===== src/source/bridge_config.svh =====
`ifndef BRIDGE_CONFIG_SVH
`define BRIDGE_CONFIG_SVH

// inst, cached data, uncached data
`define BRIDGE_CHANNELS 3
`define AXI_ID_W 4

// mips fixed-mapped segments
`define KSEG0_BASE 32'h8000_0000
`define KSEG1_BASE 32'hA000_0000

`endif


===== src/source/bridge_pkg.sv =====
`default_nettype none
`include "bridge_config.svh"

package bridge_pkg;

    typedef logic [31:0]          word_t;
    typedef logic [1:0]           size_t;
    typedef logic [`AXI_ID_W-1:0] axi_id_t;

    // core transfer sizes
    localparam size_t SIZE_BYTE = 2'd0;
    localparam size_t SIZE_HALF = 2'd1;
    localparam size_t SIZE_WORD = 2'd2;

    localparam logic [1:0] AXI_BURST_INCR = 2'b01;

    typedef struct packed {
        logic  req;
        logic  wr;
        size_t size;
        word_t addr;
        word_t wdata;
    } sramx_req_t;

    typedef struct packed {
        logic  addr_ok;
        logic  data_ok;
        word_t rdata;
    } sramx_resp_t;

    // channel index doubles as the axi id
    typedef enum logic [1:0] {
        CH_INST     = 2'd0,
        CH_DATA     = 2'd1,
        CH_UNCACHED = 2'd2
    } chan_e;

endpackage

`default_nettype wire


===== src/source/sramx_if.sv =====
`timescale 1ns/1ps
`default_nettype none

interface sramx_if;
    import bridge_pkg::*;

    logic  req;
    logic  wr;
    size_t size;
    word_t addr;
    word_t wdata;
    word_t rdata;
    logic  addr_ok;
    logic  data_ok;

    modport master (
        output req, wr, size, addr, wdata,
        input  rdata, addr_ok, data_ok
    );

    modport slave (
        input  req, wr, size, addr, wdata,
        output rdata, addr_ok, data_ok
    );

endinterface

`default_nettype wire


===== src/source/axi_if.sv =====
`timescale 1ns/1ps
`default_nettype none

interface axi_if;
    import bridge_pkg::*;

    // single beat only so len and burst are added at the port
    axi_id_t    arid;
    word_t      araddr;
    logic [2:0] arsize;
    logic       arvalid;
    logic       arready;

    word_t      rdata;
    logic [1:0] rresp;
    logic       rlast;
    logic       rvalid;
    logic       rready;

    axi_id_t    awid;
    word_t      awaddr;
    logic [2:0] awsize;
    logic       awvalid;
    logic       awready;

    word_t      wdata;
    logic [3:0] wstrb;
    logic       wlast;
    logic       wvalid;
    logic       wready;

    logic [1:0] bresp;
    logic       bvalid;
    logic       bready;

    modport master (
        output arid, araddr, arsize, arvalid, rready,
        output awid, awaddr, awsize, awvalid, wdata, wstrb, wlast, wvalid, bready,
        input  arready, rdata, rresp, rlast, rvalid, awready, wready, bresp, bvalid
    );

    modport slave (
        input  arid, araddr, arsize, arvalid, rready,
        input  awid, awaddr, awsize, awvalid, wdata, wstrb, wlast, wvalid, bready,
        output arready, rdata, rresp, rlast, rvalid, awready, wready, bresp, bvalid
    );

endinterface

`default_nettype wire


===== src/source/addr_dispatch.sv =====
`timescale 1ns/1ps
`default_nettype none
`include "bridge_config.svh"

module addr_dispatch (
    input  logic    aclk,
    input  logic    rst_n,
    sramx_if.slave  inst,
    sramx_if.slave  data,
    sramx_if.master chan [`BRIDGE_CHANNELS]
);
    import bridge_pkg::*;

    localparam word_t KSEG_END = `KSEG1_BASE + 32'h2000_0000;

    logic  inst_busy;
    logic  data_busy;
    logic  data_uc;
    logic  data_uc_q;
    logic  inst_take;
    logic  data_take;
    word_t data_paddr;

    // kseg0/kseg1 fold onto the low 512M
    function automatic word_t translate(input word_t vaddr);
        if (vaddr >= `KSEG0_BASE && vaddr < KSEG_END) begin
            return {3'b000, vaddr[28:0]};
        end
        return vaddr;
    endfunction

    assign data_uc    = data.addr >= `KSEG1_BASE && data.addr < KSEG_END;
    assign data_paddr = translate(data.addr);

    assign chan[CH_INST].req   = inst.req && !inst_busy;
    assign chan[CH_INST].wr    = inst.wr;
    assign chan[CH_INST].size  = inst.size;
    assign chan[CH_INST].addr  = translate(inst.addr);
    assign chan[CH_INST].wdata = inst.wdata;

    assign chan[CH_DATA].req   = data.req && !data_busy && !data_uc;
    assign chan[CH_DATA].wr    = data.wr;
    assign chan[CH_DATA].size  = data.size;
    assign chan[CH_DATA].addr  = data_paddr;
    assign chan[CH_DATA].wdata = data.wdata;

    assign chan[CH_UNCACHED].req   = data.req && !data_busy && data_uc;
    assign chan[CH_UNCACHED].wr    = data.wr;
    assign chan[CH_UNCACHED].size  = data.size;
    assign chan[CH_UNCACHED].addr  = data_paddr;
    assign chan[CH_UNCACHED].wdata = data.wdata;

    assign inst.addr_ok = chan[CH_INST].addr_ok && !inst_busy;
    assign inst.data_ok = chan[CH_INST].data_ok && inst_busy;
    assign inst.rdata   = chan[CH_INST].rdata;

    assign data.addr_ok = !data_busy &&
                          (data_uc ? chan[CH_UNCACHED].addr_ok : chan[CH_DATA].addr_ok);
    // response comes from whichever channel took the request
    assign data.data_ok = data_busy &&
                          (data_uc_q ? chan[CH_UNCACHED].data_ok : chan[CH_DATA].data_ok);
    assign data.rdata   = data_uc_q ? chan[CH_UNCACHED].rdata : chan[CH_DATA].rdata;

    assign inst_take = inst.req && inst.addr_ok;
    assign data_take = data.req && data.addr_ok;

    always_ff @(posedge aclk or negedge rst_n) begin
        if (!rst_n) begin
            inst_busy <= 1'b0;
            data_busy <= 1'b0;
            data_uc_q <= 1'b0;
        end else begin
            if (inst_take) begin
                inst_busy <= 1'b1;
            end else if (inst.data_ok) begin
                inst_busy <= 1'b0;
            end
            if (data_take) begin
                data_busy <= 1'b1;
                data_uc_q <= data_uc;
            end else if (data.data_ok) begin
                data_busy <= 1'b0;
            end
        end
    end

endmodule

`default_nettype wire


===== src/source/sramx_to_axi.sv =====
`timescale 1ns/1ps
`default_nettype none

module sramx_to_axi (
    input  logic                aclk,
    input  logic                rst_n,
    input  bridge_pkg::axi_id_t id,
    sramx_if.slave              core,
    axi_if.master               axi
);
    import bridge_pkg::*;

    typedef enum logic [1:0] {
        S_IDLE,
        S_ADDR,
        S_RESP,
        S_DONE
    } state_e;

    state_e state;

    logic  ar_valid;
    logic  aw_valid;
    logic  w_valid;
    logic  ar_left;
    logic  aw_left;
    logic  w_left;
    logic  accept;
    logic  resp_done;
    logic  wr_q;
    size_t size_q;
    word_t addr_q;
    word_t wdata_q;
    word_t rdata_q;

    function automatic logic [3:0] byte_strobe(input size_t size, input logic [1:0] offset);
        case (size)
            SIZE_BYTE: return 4'b0001 << offset;
            SIZE_HALF: return offset[1] ? 4'b1100 : 4'b0011;
            SIZE_WORD: return 4'b1111;
            default:   return 4'b0000;
        endcase
    endfunction

    assign accept = core.req && core.addr_ok;

    // beats still waiting after this cycle
    assign ar_left = ar_valid && !axi.arready;
    assign aw_left = aw_valid && !axi.awready;
    assign w_left  = w_valid && !axi.wready;

    assign resp_done = wr_q ? (axi.bvalid && axi.bready)
                            : (axi.rvalid && axi.rready && axi.rlast);

    always_ff @(posedge aclk or negedge rst_n) begin
        if (!rst_n) begin
            state    <= S_IDLE;
            ar_valid <= 1'b0;
            aw_valid <= 1'b0;
            w_valid  <= 1'b0;
        end else begin
            case (state)
                S_IDLE: begin
                    if (accept) begin
                        state    <= S_ADDR;
                        ar_valid <= !core.wr;
                        aw_valid <= core.wr;
                        w_valid  <= core.wr;
                    end
                end
                S_ADDR: begin
                    // aw and w may be taken in different cycles
                    ar_valid <= ar_left;
                    aw_valid <= aw_left;
                    w_valid  <= w_left;
                    if (!ar_left && !aw_left && !w_left) begin
                        state <= S_RESP;
                    end
                end
                S_RESP: begin
                    if (resp_done) begin
                        state <= S_DONE;
                    end
                end
                default: begin
                    state <= S_IDLE;
                end
            endcase
        end
    end

    always_ff @(posedge aclk) begin
        if (accept) begin
            wr_q    <= core.wr;
            size_q  <= core.size;
            addr_q  <= core.addr;
            wdata_q <= core.wdata;
        end
        if (axi.rvalid && axi.rready) begin
            rdata_q <= axi.rdata;
        end
    end

    assign core.addr_ok = state == S_IDLE;
    assign core.data_ok = state == S_DONE;
    assign core.rdata   = rdata_q;

    assign axi.arid    = id;
    assign axi.araddr  = addr_q;
    assign axi.arsize  = {1'b0, size_q};
    assign axi.arvalid = ar_valid;
    assign axi.rready  = state == S_RESP && !wr_q;

    assign axi.awid    = id;
    assign axi.awaddr  = addr_q;
    assign axi.awsize  = {1'b0, size_q};
    assign axi.awvalid = aw_valid;
    assign axi.wdata   = wdata_q;
    assign axi.wstrb   = byte_strobe(size_q, addr_q[1:0]);
    assign axi.wlast   = 1'b1;
    assign axi.wvalid  = w_valid;
    assign axi.bready  = state == S_RESP && wr_q;

endmodule

`default_nettype wire


===== src/source/axi_arbiter.sv =====
`timescale 1ns/1ps
`default_nettype none
`include "bridge_config.svh"

module axi_arbiter (
    input  logic                aclk,
    input  logic                rst_n,
    axi_if.slave                bus [`BRIDGE_CHANNELS],
    output bridge_pkg::axi_id_t arid, awid, wid,
    output bridge_pkg::word_t   araddr, awaddr, wdata,
    output logic [3:0]          arlen, awlen, arcache, awcache, wstrb,
    output logic [2:0]          arsize, awsize, arprot, awprot,
    output logic [1:0]          arburst, awburst, arlock, awlock,
    output logic                arvalid, awvalid, wvalid, wlast, rready, bready,
    input  bridge_pkg::axi_id_t rid, bid,
    input  bridge_pkg::word_t   rdata,
    input  logic [1:0]          rresp, bresp,
    input  logic                arready, awready, wready, rvalid, rlast, bvalid
);
    import bridge_pkg::*;

    localparam int N     = `BRIDGE_CHANNELS;
    localparam int IDX_W = $clog2(N);

    typedef logic [IDX_W-1:0] idx_t;

    logic [N-1:0] ar_valid_v;
    logic [N-1:0] aw_valid_v;
    logic [N-1:0] w_valid_v;
    logic [N-1:0] w_last_v;
    logic [N-1:0] r_ready_v;
    logic [N-1:0] b_ready_v;
    axi_id_t      ar_id_v   [N];
    axi_id_t      aw_id_v   [N];
    word_t        ar_addr_v [N];
    word_t        aw_addr_v [N];
    word_t        w_data_v  [N];
    logic [2:0]   ar_size_v [N];
    logic [2:0]   aw_size_v [N];
    logic [3:0]   w_strb_v  [N];

    idx_t rd_pick, rd_sel, rd_owner, rd_last;
    idx_t wr_pick, wr_sel, wr_owner, wr_last;
    logic rd_hold, wr_hold;
    logic rd_done, wr_done;

    // first valid requester after the last grant
    function automatic idx_t rr_pick(input logic [N-1:0] valid, input idx_t last);
        idx_t pick;
        int   idx;
        pick = last;
        for (int k = N; k >= 1; k--) begin
            idx = (int'(last) + k) % N;
            if (valid[idx]) begin
                pick = idx_t'(idx);
            end
        end
        return pick;
    endfunction

    for (genvar i = 0; i < N; i++) begin : g_bus
        assign ar_valid_v[i] = bus[i].arvalid;
        assign ar_id_v[i]    = bus[i].arid;
        assign ar_addr_v[i]  = bus[i].araddr;
        assign ar_size_v[i]  = bus[i].arsize;
        assign r_ready_v[i]  = bus[i].rready;
        assign aw_valid_v[i] = bus[i].awvalid;
        assign aw_id_v[i]    = bus[i].awid;
        assign aw_addr_v[i]  = bus[i].awaddr;
        assign aw_size_v[i]  = bus[i].awsize;
        assign w_valid_v[i]  = bus[i].wvalid;
        assign w_data_v[i]   = bus[i].wdata;
        assign w_strb_v[i]   = bus[i].wstrb;
        assign w_last_v[i]   = bus[i].wlast;
        assign b_ready_v[i]  = bus[i].bready;

        assign bus[i].arready = arready && rd_sel == idx_t'(i);
        assign bus[i].awready = awready && wr_sel == idx_t'(i);
        assign bus[i].wready  = wready && wr_sel == idx_t'(i);

        // responses steered by id
        assign bus[i].rvalid = rvalid && rid == axi_id_t'(i);
        assign bus[i].rdata  = rdata;
        assign bus[i].rresp  = rresp;
        assign bus[i].rlast  = rlast;
        assign bus[i].bvalid = bvalid && bid == axi_id_t'(i);
        assign bus[i].bresp  = bresp;
    end

    assign rd_pick = rr_pick(ar_valid_v, rd_last);
    assign rd_sel  = rd_hold ? rd_owner : rd_pick;
    assign wr_pick = rr_pick(aw_valid_v | w_valid_v, wr_last);
    assign wr_sel  = wr_hold ? wr_owner : wr_pick;

    assign arid    = ar_id_v[rd_sel];
    assign araddr  = ar_addr_v[rd_sel];
    assign arsize  = ar_size_v[rd_sel];
    assign arvalid = ar_valid_v[rd_sel];
    assign arlen   = 4'd0;
    assign arburst = AXI_BURST_INCR;
    assign arlock  = 2'b00;
    assign arcache = 4'b0000;
    assign arprot  = 3'b000;
    assign rready  = (rid < axi_id_t'(N)) ? r_ready_v[idx_t'(rid)] : 1'b0;

    assign awid    = aw_id_v[wr_sel];
    assign awaddr  = aw_addr_v[wr_sel];
    assign awsize  = aw_size_v[wr_sel];
    assign awvalid = aw_valid_v[wr_sel];
    assign awlen   = 4'd0;
    assign awburst = AXI_BURST_INCR;
    assign awlock  = 2'b00;
    assign awcache = 4'b0000;
    assign awprot  = 3'b000;
    assign wid     = aw_id_v[wr_sel];
    assign wdata   = w_data_v[wr_sel];
    assign wstrb   = w_strb_v[wr_sel];
    assign wlast   = w_last_v[wr_sel];
    assign wvalid  = w_valid_v[wr_sel];
    assign bready  = (bid < axi_id_t'(N)) ? b_ready_v[idx_t'(bid)] : 1'b0;

    assign rd_done = rvalid && rready && rlast;
    assign wr_done = bvalid && bready;

    // grant locks once valid shows and frees at the response
    always_ff @(posedge aclk or negedge rst_n) begin
        if (!rst_n) begin
            rd_hold  <= 1'b0;
            rd_owner <= '0;
            rd_last  <= idx_t'(N - 1);
        end else if (rd_done) begin
            rd_hold <= 1'b0;
        end else if (!rd_hold && arvalid) begin
            rd_hold  <= 1'b1;
            rd_owner <= rd_pick;
            rd_last  <= rd_pick;
        end
    end

    always_ff @(posedge aclk or negedge rst_n) begin
        if (!rst_n) begin
            wr_hold  <= 1'b0;
            wr_owner <= '0;
            wr_last  <= idx_t'(N - 1);
        end else if (wr_done) begin
            wr_hold <= 1'b0;
        end else if (!wr_hold && (awvalid || wvalid)) begin
            wr_hold  <= 1'b1;
            wr_owner <= wr_pick;
            wr_last  <= wr_pick;
        end
    end

endmodule

`default_nettype wire


===== src/source/sramx_axi_bridge.sv =====
`timescale 1ns/1ps
`default_nettype none
`include "bridge_config.svh"

module sramx_axi_bridge (
    input  logic                aclk,
    input  logic                rst_n,

    input  logic                inst_req, inst_wr,
    input  bridge_pkg::size_t   inst_size,
    input  bridge_pkg::word_t   inst_addr, inst_wdata,
    output bridge_pkg::word_t   inst_rdata,
    output logic                inst_addr_ok, inst_data_ok,

    input  logic                data_req, data_wr,
    input  bridge_pkg::size_t   data_size,
    input  bridge_pkg::word_t   data_addr, data_wdata,
    output bridge_pkg::word_t   data_rdata,
    output logic                data_addr_ok, data_data_ok,

    output bridge_pkg::axi_id_t arid, awid, wid,
    output bridge_pkg::word_t   araddr, awaddr, wdata,
    output logic [3:0]          arlen, awlen, arcache, awcache, wstrb,
    output logic [2:0]          arsize, awsize, arprot, awprot,
    output logic [1:0]          arburst, awburst, arlock, awlock,
    output logic                arvalid, awvalid, wvalid, wlast, rready, bready,
    input  bridge_pkg::axi_id_t rid, bid,
    input  bridge_pkg::word_t   rdata,
    input  logic [1:0]          rresp, bresp,
    input  logic                arready, awready, wready, rvalid, rlast, bvalid
);
    import bridge_pkg::*;

    sramx_if inst ();
    sramx_if data ();
    sramx_if chan [`BRIDGE_CHANNELS] ();
    axi_if   bus  [`BRIDGE_CHANNELS] ();

    assign inst.req      = inst_req;
    assign inst.wr       = inst_wr;
    assign inst.size     = inst_size;
    assign inst.addr     = inst_addr;
    assign inst.wdata    = inst_wdata;
    assign inst_rdata    = inst.rdata;
    assign inst_addr_ok  = inst.addr_ok;
    assign inst_data_ok  = inst.data_ok;

    assign data.req      = data_req;
    assign data.wr       = data_wr;
    assign data.size     = data_size;
    assign data.addr     = data_addr;
    assign data.wdata    = data_wdata;
    assign data_rdata    = data.rdata;
    assign data_addr_ok  = data.addr_ok;
    assign data_data_ok  = data.data_ok;

    addr_dispatch dispatch_inst (.*);

    // one converter per channel with the id set to its index
    for (genvar i = 0; i < `BRIDGE_CHANNELS; i++) begin : g_conv
        sramx_to_axi conv_inst (
            .aclk  (aclk),
            .rst_n (rst_n),
            .id    (axi_id_t'(i)),
            .core  (chan[i]),
            .axi   (bus[i])
        );
    end

    axi_arbiter arbiter_inst (.*);

endmodule

`default_nettype wire


===== config.mk =====
export PLATFORM = sky130hd
export DESIGN_NAME = sramx_axi_bridge
export DESIGN_NICKNAME = d
export VERILOG_FILES = /design/src/source/bridge_pkg.sv /design/src/source/sramx_if.sv /design/src/source/axi_if.sv /design/src/source/addr_dispatch.sv /design/src/source/sramx_to_axi.sv /design/src/source/axi_arbiter.sv /design/src/source/sramx_axi_bridge.sv
export VERILOG_INCLUDE_DIRS = /design/src /design/src/source
export SDC_FILE = /design/constraint.sdc
export NUM_CORES = 1
export LEC_CHECK = 0
export ABC_AREA = 0
export CAP_MARGIN = 25
export CORE_MARGIN = 2
export CORE_UTILIZATION = 40
export DETAILED_ROUTE_END_ITERATION = 7
export DONT_BUFFER_PORTS = 1
export GPL_TIMING_DRIVEN = 1
export HOLD_SLACK_MARGIN = 0.1
export SYNTH_ARGS = -nofsm -noshare
export SYNTH_HDL_FRONTEND = slang
export SYNTH_SLANG_ARGS = --single-unit

===== constraint.sdc =====
create_clock -name aclk -period 11.65 [get_ports aclk]
set_input_delay 2.9125 -clock aclk [delete_from_list [all_inputs] [get_ports aclk]]
set_output_delay 2.9125 -clock aclk [all_outputs]
set_load 0.02 [all_outputs]

==> results by stage, run 1 <==
Outcome:
- The run finished with clean final reports.

Die:
- The I/O pin count is a little over 400.
- The region available for standard cell placement spans between 30000 and 40000 µm².
- The chip width is approximately 190 µm.
- The die covers ~37000 µm².
- The number of rows in the core area is 69.
- The initial utilization of the core area, before any placement, comes to slightly above 40%.
- In this run the vertical extent of the chip is just under 200 µm.

GRT:
- Entering global routing, the biggest net connects a little over 80 pins.
- Global routing finished with a remaining overflow of 0.
- The number of antenna violations at the first check in global routing is 1.
- The number of global-route vias before repair is 8111.
- The all-layer global routing usage is about 18%.
- The global-route wire length before repair is just under 50000 µm.

Clocking:
- The TritonCTS clock tree is done.
- CTS placed an instance of clkbuf_16 at the clock tree root.
- After clock tree synthesis, the setup repair step added 0 buffers.
- The quantity of gates resized following cts is 0.
- The number of levels in the clock H-tree is 2.
- After clock tree synthesis, the flow added hold-fix buffers numbering 0.
- The number of buffers between clock root and the deepest sink is 3.
- The number of buffers created by CTS is 35.
- The clock latency on the worst-skew pair is between 0.5 and 0.6 ns.
- After clock tree synthesis, the clock-pin slew on the worst setup and hold paths is about 0.060 ns.
- The clock drives 323 sinks.

Placed design:
- Routability-driven placement finished with a final weighted congestion of slightly below 0.8.
- The HPWL after detailed placement is around 22000 µm.
- The placed instances occupy a cell area of approximately 15000 µm².
- The number of placed instances, taps included, is approximately 1.5k.
- Input and output buffers added on the ports amount to 0.

Setup path:
- The type of origin of the critical path is a register.
- In this run the critical register-to-register path is launched from arbiter_inst.wr_last[1].
- The required time reported for the critical path endpoint is approximately 9 ns.
- The maximum fanout encountered on the critical timing path is 58.
- The most critical setup path has its startpoint at arbiter_inst.wr_last[0].
- The depth of the worst register-to-register path is 11.
- In this run the register-to-register setup slack is 7.46 ns.
- The data arrival time of the critical path is roughly 4.7 ns.
- The worst setup path is of the reg -> out kind.
- The worst setup path is captured at an output port.
- In this run the critical register-to-register path is captured at g_conv[2].conv_inst.state[1].

Finish:
- The post-route netlist has about an eighth of its cells at a drive strength greater than 1.
- For this run, the number of standard cells in the final layout without fillers is around 1.5k.
- The area growth from synthesis to layout is 10.5%.
- At the end of the flow, the number of nets in the layout was about 1.3k.
- After routing the design area is roughly 16000 µm².

Yosys:
- The number of enable flip-flop cells after synthesis is between 200 and 300.
- The average instance area after synthesis is 13.7 µm².
- Synthesis instantiated 65 different standard cells from the library.
- Counting instances in the post-synthesis netlist gives the leading cell types as edfxtp_1, o21ai_0, nand2_1.
- Counting flops and latches in the post-synthesis netlist gives about 320.
- The yosys synthesis warning count is 0.
- The post-synthesis instance total is around 1.0k.
- The share of the Yosys chip area taken by registers is roughly two thirds.
- The area share of the largest cell type after synthesis is 62.4%.
- The largest area contributor in the netlist is edfxtp_1.
- The netlist area before placement is between 10000 and 15000 µm².
- Sorting the synthesized cells by area gives the leading types as edfxtp_1, mux2i_1, o21ai_0, dfrtp_1, nand2_1.
- Among all cell types in the netlist, the one instantiated most often is edfxtp_1.
- The most used flip-flop cell after synthesis is edfxtp_1.
- The async set-reset flop share out of synthesis is under 10%.

Routing:
- The routed wire length is about 34000 µm.
- The number of nets with antenna violations after routing is 0.
- The number of DRC violations after detailed-routing iteration 0 is approximately 430.
- The overall via count from detail_route is slightly above 8k.
- The average wire per standard cell is 22.4 µm.
- The final routed DRC violation total is 0.
- The first detailed-routing pass ran for 4 iterations.
- The via count normalized by instance count is approximately 5.4.

Worst hold path:
- The count of cells along the worst hold path is 1.
- The launch instance of the worst min-delay path is arbiter_inst.wr_owner[1].
- The path class of the lowest-slack min-delay path is reg -> reg.
- The worst hold path terminates at arbiter_inst.wr_owner[1].

Timing:
- The final number of hold-violating endpoints is 0.
- The routed design could run at a clock period as short as about 7.6 ns.
- The maximum clock rate is 132 MHz.
- The number of pins with negative max-slew slack in the final report is 0.
- The worst path uses roughly 65% of the clock period.
- Setup repair after global routing left no endpoint under its margin.
- The smallest hold slack is a little under 0.5 ns.
- The total negative setup slack is 0 ns.
- The clock tree skew after final layout is between 0.015 and 0.02 ns.
- The actual slew at the worst max-slew pin is ~1.1 ns.
- The total setup violations reported at the end of the flow is 0.
- The worst pin sits at a relative slew slack of around a quarter.

Pwr:
- The leakage power of the design is approximately 5.4 nW.
- The worst-case vdd ir drop is roughly 0.17 mV.
- The areal power density over the cells is roughly 270 nW/µm².

Flow run:
- The tool flagged a number of max-cap violations equal to 0.
placed cells by master (no fill, tap or decap), types with 4 or more instances in the layout:
| cell type | synthesis | final |
|---|---|---|
| edfxtp_1 | 297 | 297 |
| o21ai_0 | 126 | 126 |
| nand2_1 | 122 | 122 |
| mux2i_1 | 110 | 110 |
| conb_1 | 2 | 38 |
| clkbuf_16 | 0 | 37 |
| mux2_2 | 33 | 33 |
| nor2_1 | 30 | 29 |
| inv_1 | 27 | 26 |
| dfrtp_1 | 24 | 24 |
| a21oi_1 | 21 | 21 |
| ha_1 | 18 | 18 |
| nand3_1 | 13 | 13 |
| buf_4 | 40 | 13 |
| nand2b_1 | 10 | 10 |
| nor3_1 | 10 | 8 |
| nor2b_1 | 8 | 7 |
| o22ai_1 | 7 | 7 |
| clkinv_1 | 0 | 6 |
| a21o_1 | 5 | 5 |
| nand3b_1 | 5 | 5 |
| mux2_1 | 5 | 5 |
| o2bb2ai_1 | 4 | 4 |
| a31oi_1 | 4 | 4 |
| a21boi_0 | 4 | 4 |
| and2_1 | 5 | 4 |
| clkinv_2 | 0 | 4 |
| clkinvlp_4 | 0 | 4 |
| clkbuf_1 | 33 | 4 |
area by class of cell:
cell class | count | area (µm²)
Fill cell | 3178 | 19600
Sequential cell | 323 | 9570
Multi-Input combinational cell | 642 | 4270
Clock buffer | 42 | 955
Tap cell | 461 | 577
Clock inverter | 18 | 154
Timing Repair Buffer | 15 | 153
Inverter | 28 | 106
Antenna cell | 2 | 5.00
registers in the layout, indices dropped and copies added, names as in the netlist:
name / flops
arbiter_inst.rd_hold: 1
arbiter_inst.rd_last: 2
arbiter_inst.rd_owner: 1
arbiter_inst.wr_hold: 1
arbiter_inst.wr_last: 2
arbiter_inst.wr_owner: 1
dispatch_inst.data_busy: 1
dispatch_inst.data_uc_q: 1
dispatch_inst.inst_busy: 1
g_conv.conv_inst.axi.araddr: 96
g_conv.conv_inst.axi.arvalid: 3
g_conv.conv_inst.axi.awvalid: 3
g_conv.conv_inst.axi.wdata: 96
g_conv.conv_inst.axi.wvalid: 3
g_conv.conv_inst.core.rdata: 96
g_conv.conv_inst.size_q: 6
g_conv.conv_inst.state: 6
g_conv.conv_inst.wr_q: 3
critical path: stages, from the launching register on:
cell and delay, ns:
dfrtp_1 0.41, inv_1 0.11, ha_1 0.42, inv_2 0.09, nor3_1 0.35, o2bb2ai_1 0.23, o31a_2 0.59, buf_4 0.88
mux2i_1 0.18, o21ai_0 0.71
logic make-up (layout without fill, tap and decap cells):
kind of cell | count (synthesis) | after routing | share of synthesized area (%)
flip-flops | 323 | 323 | 67.0
AO/OA/AOI/OAI | 210 | 210 | 8.85
adder cells (fa/ha/maj) | 18 | 18 | 1.58
other | 2 | 40 | 0.0525
buffers and inverters | 118 | 103 | 4.37
AND/OR/NAND/NOR | 227 | 227 | 7.38
multiplexers | 149 | 149 | 10.8
worst max path at each step:
| stage | to | slack (ns) | cells after the start |
|---|---|---|---|
| 5_1_grt | awsize[0] | 3.76 | 9 |
| 4_1_cts | wdata[22] | 4.06 | 9 |
| 6_report | wdata[22] | 4.07 | 9 |
| 3_3_place_gp | wdata[7] | 4.66 | 9 |
| 3_5_place_dp | wdata[22] | 4.65 | 9 |
| 2_1_floorplan | g_conv[2].conv_inst.state[1] | 3.99 | 7 |
per-layer routing:
layer / global-route usage, % / share of wire (%) / wire [µm] / vias up
li1: - / - / - / 3815
met1: 20.2 / 37 / 12800 / 4032
met2: 29.5 / 50 / 17000 / 319
met3: 7.19 / 9.5 / 3260 / 68
met4: 7.55 / 3.7 / 1260 / 0
met5: 0 / 0 / 0 / -
report_power, final:
group          switching, mW  leakage [nW]  total, mW  internal [mW]
sequential            0.0847          3.00       1.49           1.41
combinational           1.16          1.85       1.62          0.458
clock                  0.449         0.531       1.08          0.630
total                   1.69          5.38       4.19           2.50
through the flow:
step / power (mW) / worst slack, ns / utilization (%)
6_report: 4.19 / 4.07 / 44.6
5_1_grt: 4.41 / 3.76 / 44.6
4_1_cts: 4.23 / 4.06 / 44.5
3_5_place_dp: 3.14 / 4.65 / 41.4
3_3_place_gp: 3.13 / 4.66 / 41.3
2_1_floorplan: 2.81 / 3.99 / -
Note: power is estimated with default switching activity, not from simulation.
==> run 2, diff against run 1 <==
- clock period: 11.65 -> 7.7 ns (I/O delays scaled with it)
==> run 2 against run 1 <==
Effect of this change:
- utilization is 0.42 points higher
- register-to-register slack got worse by 3.9 ns
- wire length is 0.37% lower
- total power grew 54%
==> results by stage, run 2 (synthesis gave the netlist of run 1 again) <==
Routing:
- The number of DRC violations after detailed-routing iteration 0 is 384 (-11%).
- The overall via count from detail_route is 8291 (+0.69%).
- The detailed-routing iteration count for the pre-antenna-repair pass is 5 (+1).
- The routed wire length was 34100 µm (-0.37%).
- The final routed DRC violation total is 0 (unchanged).
- The number of nets with antenna violations after routing was 0 (unchanged).
- The via count normalized by instance count was 5.40 (+0.43%).
- The average wire per standard cell came to 22.2 µm (-0.63%).

Setup path:
- The required time reported for the critical path endpoint came to 5.78 ns (-2.96 ns).
- The depth of the worst register-to-register path is 11 (unchanged).
- The maximum fanout encountered on the critical timing path is 34 (-41%).
- The data arrival time of the critical path is 4.39 ns (-0.28 ns).
- The worst register-to-register path ends at g_conv[2].conv_inst.state[1].
- The type of origin of the critical path is a register.
- The critical path in this run is classified as reg -> out.
- The type of destination of the critical path is an output port.
- The setup slack on the worst flop-to-flop path is 3.59 ns (-3.87 ns).
- The worst flop-to-flop path startpoint is arbiter_inst.rd_last[0].

GRT:
- The all-layer global routing usage is 17.5% (-0.23 points).
- The global-route wire length before repair is 48600 µm (-0.79%).
- The number of global-route vias before repair is 8087 (-0.30%).
- The number of antenna violations at the first check in global routing is 2 (+1).
- The leftover overflow at the end of global routing was 0 (unchanged).
- The pin count of the biggest net entering global routing is 82 (-1.2%).

Die:
- The die footprint is 37300 µm² (unchanged).
- The I/O pin count is 410 (unchanged).
- The initial core utilization came to 40.4% (unchanged).
- The floorplan die height is 193 µm (unchanged).
- The number of rows in the core area came to 69 (unchanged).
- The area of the core is 35400 µm² (unchanged).
- The chip width came to 193 µm (unchanged).

Placed design:
- The total of buffers placed on input and output ports came to 0 (unchanged).
- The final weighted congestion in routability-driven placement is 0.822 (+5.7%).
- The worst slack after detailed placement is 1.86 ns (-2.79 ns).
- The estimated wirelength of the detail-placed design is 22000 µm (-1.4%).
- The number of instances in the placed design is 1468 (unchanged).

Pwr:
- The worst-case vdd ir drop came to 0.248 mV (+49%).
- The power spent charging and discharging nets came to 2.56 mW (+51%).
- The leakage power of the design is 5.45 nW (+1.4%).
- The areal power density over the cells came to 406 nW/µm² (+53%).
- The switching share of total power is 39.6% (-0.80 points).
- The part of the power in the clock network is 27.1% (+1.4 points).
- The cell-internal power was 3.91 mW (+57%).
- The combinational fraction of design power came to 38.0% (-0.6 points).
- The register share of total power is 34.9% (-0.8 points).

Clocking:
- The clock root buffer master is clkbuf_16.
- TritonCTS built the clock tree.
- The number of buffers created by CTS is 36 (+2.9%).
- The number of levels in the clock H-tree was 2 (unchanged).
- The number of buffers between clock root and the deepest sink is 3 (unchanged).
- The quantity of gates resized following cts is 0 (unchanged).
- The number of hold buffers added after CTS is 0 (unchanged).
- The number of sinks on the clock net was 323 (unchanged).
- The post-CTS setup buffer count is 0 (unchanged).
- The clock latency on the worst-skew pair is 0.53 ns (about the same).
- The clock-pin slew of the registers on the worst-case setup and hold paths is 0.05 ns (about the same).

Finish:
- The final non-filler cell total is 1535 (+0.26%).
- The total number of nets in the final design is 1254 (+0.24%).
- The most common library cell in the layout ignoring fill and taps is edfxtp_1.
- The sequential cell area in the final layout is 9570 µm² (unchanged).
- The top cell types in the final layout, fill and taps aside, are edfxtp_1, o21ai_0, nand2_1, mux2i_1.
- The area growth from synthesis to layout is 11.5%.
- The area used by multi-input combinational logic is 4270 µm² (unchanged).
- The fill cell instance count of the final layout is 3145 (-1.0%).
- The fraction of layout cells with a size suffix above 1 is 12.3% (+0.22 points).

Timing:
- The maximum clock rate is 158 MHz.
- The total setup violations reported at the end of the flow is 0 (unchanged).
- The share of the clock period used by the worst path after layout is approximately four fifths.
- Subtracting the final worst setup slack from the clock period gives 6.31 ns.
- The number of pins with negative max-slew slack in the final report is 0 (unchanged).
- The headroom to the max-slew limit is 35.3% (+9.6 points).
- The final number of hold-violating endpoints came to 0 (unchanged).
- The actual slew at the worst max-slew pin came to 0.961 ns (-0.154 ns).
- The total negative setup slack is 0 ns (unchanged).
- Setup repair after global routing left no endpoint under its margin.
- The clock tree skew after final layout is 0.0232 ns (+0.00412 ns).
- The slack of the critical path is 1.39 ns (-2.68 ns).

Worst hold path:
- For hold timing, the worst endpoint is arbiter_inst.wr_owner[1].
- The min-delay analysis places its worst path in the category reg -> reg.
- The count of cells along the worst hold path came to 1 (unchanged).
- The launch instance of the worst min-delay path is arbiter_inst.wr_owner[1].

Outcome:
- The flow ran to the end, and the final reports show no timing, DRC or antenna violations.

Flow run:
- The max-cap violation count came to 0 (unchanged).
run 2: power by group through the flow:
| stage | logic (mW) | registers, mW | clock network (mW) |
|---|---|---|---|
| detailed placement | 2.47 | 2.30 | 0 |
| global route | 2.67 | 2.28 | 1.86 |
| finish | 2.46 | 2.26 | 1.75 |
| floorplan | 2.00 | 2.25 | 0 |
| global placement | 2.46 | 2.29 | 0 |
| CTS | 2.48 | 2.26 | 1.80 |
run 2: how the worst max path moves through the flow:
stage | start | end | cells past startpoint
CTS | arbiter_inst.wr_last[0] | wdata[22] | 10
global route | arbiter_inst.wr_last[0] | wdata[26] | 10
finish | arbiter_inst.wr_last[0] | wdata[7] | 10
global placement | arbiter_inst.wr_last[0] | wdata[22] | 10
floorplan | data_req | g_conv[2].conv_inst.state[1] | 7
detailed placement | arbiter_inst.wr_last[0] | wdata[22] | 10
run 2: final cells by class:
cell class	instances	area share [%]
Inverter	28	0.667
Clock buffer	46	6.16
Timing Repair Buffer	17	1.26
Tap cell	461	3.62
Clock inverter	17	1.44
Antenna cell	1	0.0157
Sequential cell	323	60.1
Multi-Input combinational cell	642	26.8
run 2: through the flow:
step                      util, %  total power [mW]  instance area, µm²  hold slack (ns)
final                        45.0              6.47               15900            0.491
after global routing         45.0              6.81               15900            0.525
after CTS                    44.8              6.53               15800            0.497
after detailed placement     41.4              4.76               14600            0.481
after global placement       41.4              4.75               14600            0.471
after floorplan                 -              4.25               14400            0.451
run 2: metal layers:
| layer | vias to the layer above | part of all wire, % | GRT usage (%) |
|---|---|---|---|
| met5 | - | 0.050 | 0 |
| li1 | 3817 | - | - |
| met3 | 73 | 9.6 | 6.79 |
| met4 | 2 | 3.7 | 7.14 |
| met1 | 4065 | 37 | 19.5 |
| met2 | 334 | 50 | 30.0 |
run 2: critical path, cell delays in order, from the launching register on:
cell,delay [ns]
dfrtp_1,0.43
inv_1,0.15
ha_1,0.30
nor3_1,0.10
a211oi_2,0.37
and4b_1,0.29
o31ai_2,0.48
and2_2,0.78
buf_4,0.53
nand2_1,0.09
o21ai_0,0.34
==> run 3, diff against run 2 <==
- clock period: 7.7 -> 6.55 ns (I/O delays scaled with it)
==> run 3 against run 2 <==
Effect of this change:
- setup slack worse by 0.56 ns
- hold slack lost 0.0030 ns
- clock power grew 13%
- critical path type unchanged
- critical endpoint is now wdata[6]
- register-to-register slack got worse by 0.99 ns
- total power is 16% higher
- clock skew is 0.0025 ns lower
- die area stayed put
- utilization fell by 0.23 points
==> results by stage, run 3 (synthesis gave the netlist of run 1 again) <==
Timing:
- The clock tree skew after final layout came to 0.0207 ns (-0.00252 ns).
- The maximum clock rate is approximately 170 MHz.
- The total setup violations reported at the end of the flow is 0 (unchanged).
- Setup repair after global routing left no endpoint under its margin.
- The actual slew at the worst max-slew pin was 1.06 ns (+0.0962 ns).
- The share of the clock period used by the worst path after layout is roughly 87%.
- The headroom to the max-slew limit is 29.5% (-5.7 points).
- The number of pins with negative max-slew slack in the final report is 0 (unchanged).
- The final critical path time including I/O delays and setup is ~5.7 ns.
- The final number of hold-violating endpoints is 0 (unchanged).
- The total negative setup slack was 0 ns (unchanged).

Die:
- The chip width came to 193 µm (unchanged).
- The I/O pin count is 410 (unchanged).
- The initial core utilization came to 40.4% (unchanged).
- The die footprint was 37300 µm² (unchanged).
- The floorplan die height is 193 µm (unchanged).
- The area of the core is 35400 µm² (unchanged).
- The number of rows in the core area was 69 (unchanged).

Placed design:
- The final weighted congestion in routability-driven placement is 0.789 (-4.1%).
- The total of buffers placed on input and output ports was 0 (unchanged).
- The instance area at placement is 14700 µm² (+0.19%).
- The estimated wirelength of the detail-placed design is 22200 µm (+0.79%).
- The number of instances in the placed design is 1470 (+0.14%).

GRT:
- The met1 global-route usage was 19.6% (about the same).
- The global-route wire length before repair came to 47900 µm (-1.3%).
- The met3 track demand over resource is 6.64% (-0.14 points).
- The number of antenna violations at the first check in global routing is 3 (+1).
- The pin count of the biggest net entering global routing came to 71 (-13%).
- The number of global-route vias before repair came to 7929 (-2.0%).
- The met2 layer usage reported by global route was 29.3% (-0.66 points).
- The all-layer global routing usage came to 17.2% (-0.31 points).
- The leftover overflow at the end of global routing is 0 (unchanged).
- met2 is the most crowded layer.

Routing:
- The average wire per standard cell is 22.0 µm (-0.93%).
- The detailed-routing iteration count for the pre-antenna-repair pass is 4 (-1).
- The final routed DRC violation total is 0 (unchanged).
- The overall via count from detail_route is 8233 (-0.70%).
- The routed wire length is 33900 µm (-0.80%).
- The number of nets with antenna violations after routing is 0 (unchanged).
- The number of DRC violations after detailed-routing iteration 0 is 422 (+9.9%).
- The via count normalized by instance count is 5.36 (-0.83%).

Setup path:
- The type of destination of the critical path is an output port.
- The category of the critical setup timing path is reg -> out.
- The maximum fanout encountered on the critical timing path was 40 (+18%).
- The data arrival time of the critical path is 4.08 ns (-0.31 ns).
- In this run the worst setup path begins at arbiter_inst.wr_last[1].
- The worst flop-to-flop path startpoint is arbiter_inst.wr_last[1].
- The required time reported for the critical path endpoint is 4.91 ns (-0.87 ns).
- STA classifies the critical path startpoint as a register.

Flow run:
- The max-cap violation count is 0 (unchanged).

Clocking:
- The number of hold buffers added after CTS is 0 (unchanged).
- The post-CTS setup buffer count was 0 (unchanged).
- The quantity of gates resized following cts is 0 (unchanged).
- The number of levels in the clock H-tree was 2 (unchanged).
- The TritonCTS clock tree is done.
- The clock root buffer master is clkbuf_16.
- The number of sinks on the clock net is 323 (unchanged).
- The clock latency on the worst-skew pair came to 0.53 ns (about the same).
- The number of buffers between clock root and the deepest sink was 3 (unchanged).
- The number of buffers created by CTS is 35 (-2.8%).
- The clock-pin slew of the registers on the worst-case setup and hold paths was 0.06 ns (about the same).

Finish:
- The total number of nets in the final design came to 1253 (-0.080%).
- The library cell used most frequently in the layout, excluding fill and tap cells, is edfxtp_1.
- In the layout the commonest cells are edfxtp_1, o21ai_0, nand2_1, mux2i_1, conb_1.
- The sequential cell area in the final layout is 9570 µm² (unchanged).
- The fraction of layout cells with a size suffix above 1 came to 12.3% (about the same).
- The final non-filler cell total is 1537 (+0.13%).
- The area of all placed cells without fillers is 15900 µm² (-0.50%).
- The area used by multi-input combinational logic is 4270 µm² (unchanged).
- The fill cell instance count of the final layout is 3150 (+0.16%).
- The area growth from synthesis to layout is 10.9%.

Pwr:
- The worst-case vdd ir drop is 0.281 mV (+13%).
- The areal power density over the cells is 475 nW/µm² (+17%).
- The leakage power of the design is 5.41 nW (-0.80%).

Outcome:
- The flow ran to the end, and the final reports show no timing, DRC or antenna violations.

Worst hold path:
- The launch instance of the worst min-delay path is arbiter_inst.rd_owner[1].
- The path class of the lowest-slack min-delay path is reg -> reg.
-- run 3: cell types whose count changed in the layout (fill, tap and decap cells not counted), sizes merged --
cell,previous run,this run
diode,1,2
bufinv,5,4
clkinv,10,15
clkbuf,46,40
clkinvlp,1,4
-- run 3: critical path: stages (launching register included) --
cell and delay (ns):
dfstp_2 0.56, ha_1 0.27, nor3_1 0.10, a211oi_2 0.37, and4b_1 0.28, o31ai_2 0.50, and2_2 0.72, buf_12 0.30
nand2_1 0.07, o21ai_0 0.34
-- run 3: power breakdown --
| part | internal, mW | total, mW | leakage (nW) | switching [mW] |
|---|---|---|---|---|
| Clock | 1.17 | 1.98 | 0.553 | 0.810 |
| Sequential | 2.51 | 2.65 | 3.00 | 0.147 |
| Combinational | 0.833 | 2.90 | 1.86 | 2.07 |
-- run 3: routing by layer --
layer / routed length, µm / up-vias
li1: - / 3815
met1: 12600 / 4048
met2: 17000 / 310
met3: 3110 / 58
met4: 1060 / 2
met5: 11 / -
-- run 3: final cells by class --
class | instances | area share [%]
Tap cell | 461 | 3.64
Timing Repair Buffer | 17 | 1.09
Sequential cell | 323 | 60.4
Multi-Input combinational cell | 642 | 26.9
Clock buffer | 40 | 5.78
Inverter | 28 | 0.671
Antenna cell | 2 | 0.0316
Clock inverter | 24 | 1.52
-- run 3: path summary, 6_finish.rpt --
path,slack [ns],endpoint,depth (start not counted)
setup / recovery,0.83,wdata[6],9
hold / removal,0.49,arbiter_inst.rd_owner[1],1
setup reg to reg,2.60,g_conv[2].conv_inst.state[1],12
hold reg to reg,0.49,arbiter_inst.rd_owner[1],1
max in group asynchronous,5.55,arbiter_inst.rd_last[1],0
min in group asynchronous,0.80,dispatch_inst.data_busy,0
-- run 3: through the flow --
| step | power, mW | hold slack (ns) | util, % | setup WS, ns |
|---|---|---|---|---|
| 5_1_grt | 7.91 | 0.513 | 44.8 | 0.546 |
| 2_1_floorplan | 4.99 | 0.451 | - | 0.165 |
| 4_1_cts | 7.61 | 0.495 | 44.7 | 0.792 |
| 3_5_place_dp | 5.62 | 0.482 | 41.4 | 1.38 |
| 6_report | 7.53 | 0.488 | 44.8 | 0.828 |
| 3_3_place_gp | 5.60 | 0.473 | 41.4 | 1.37 |
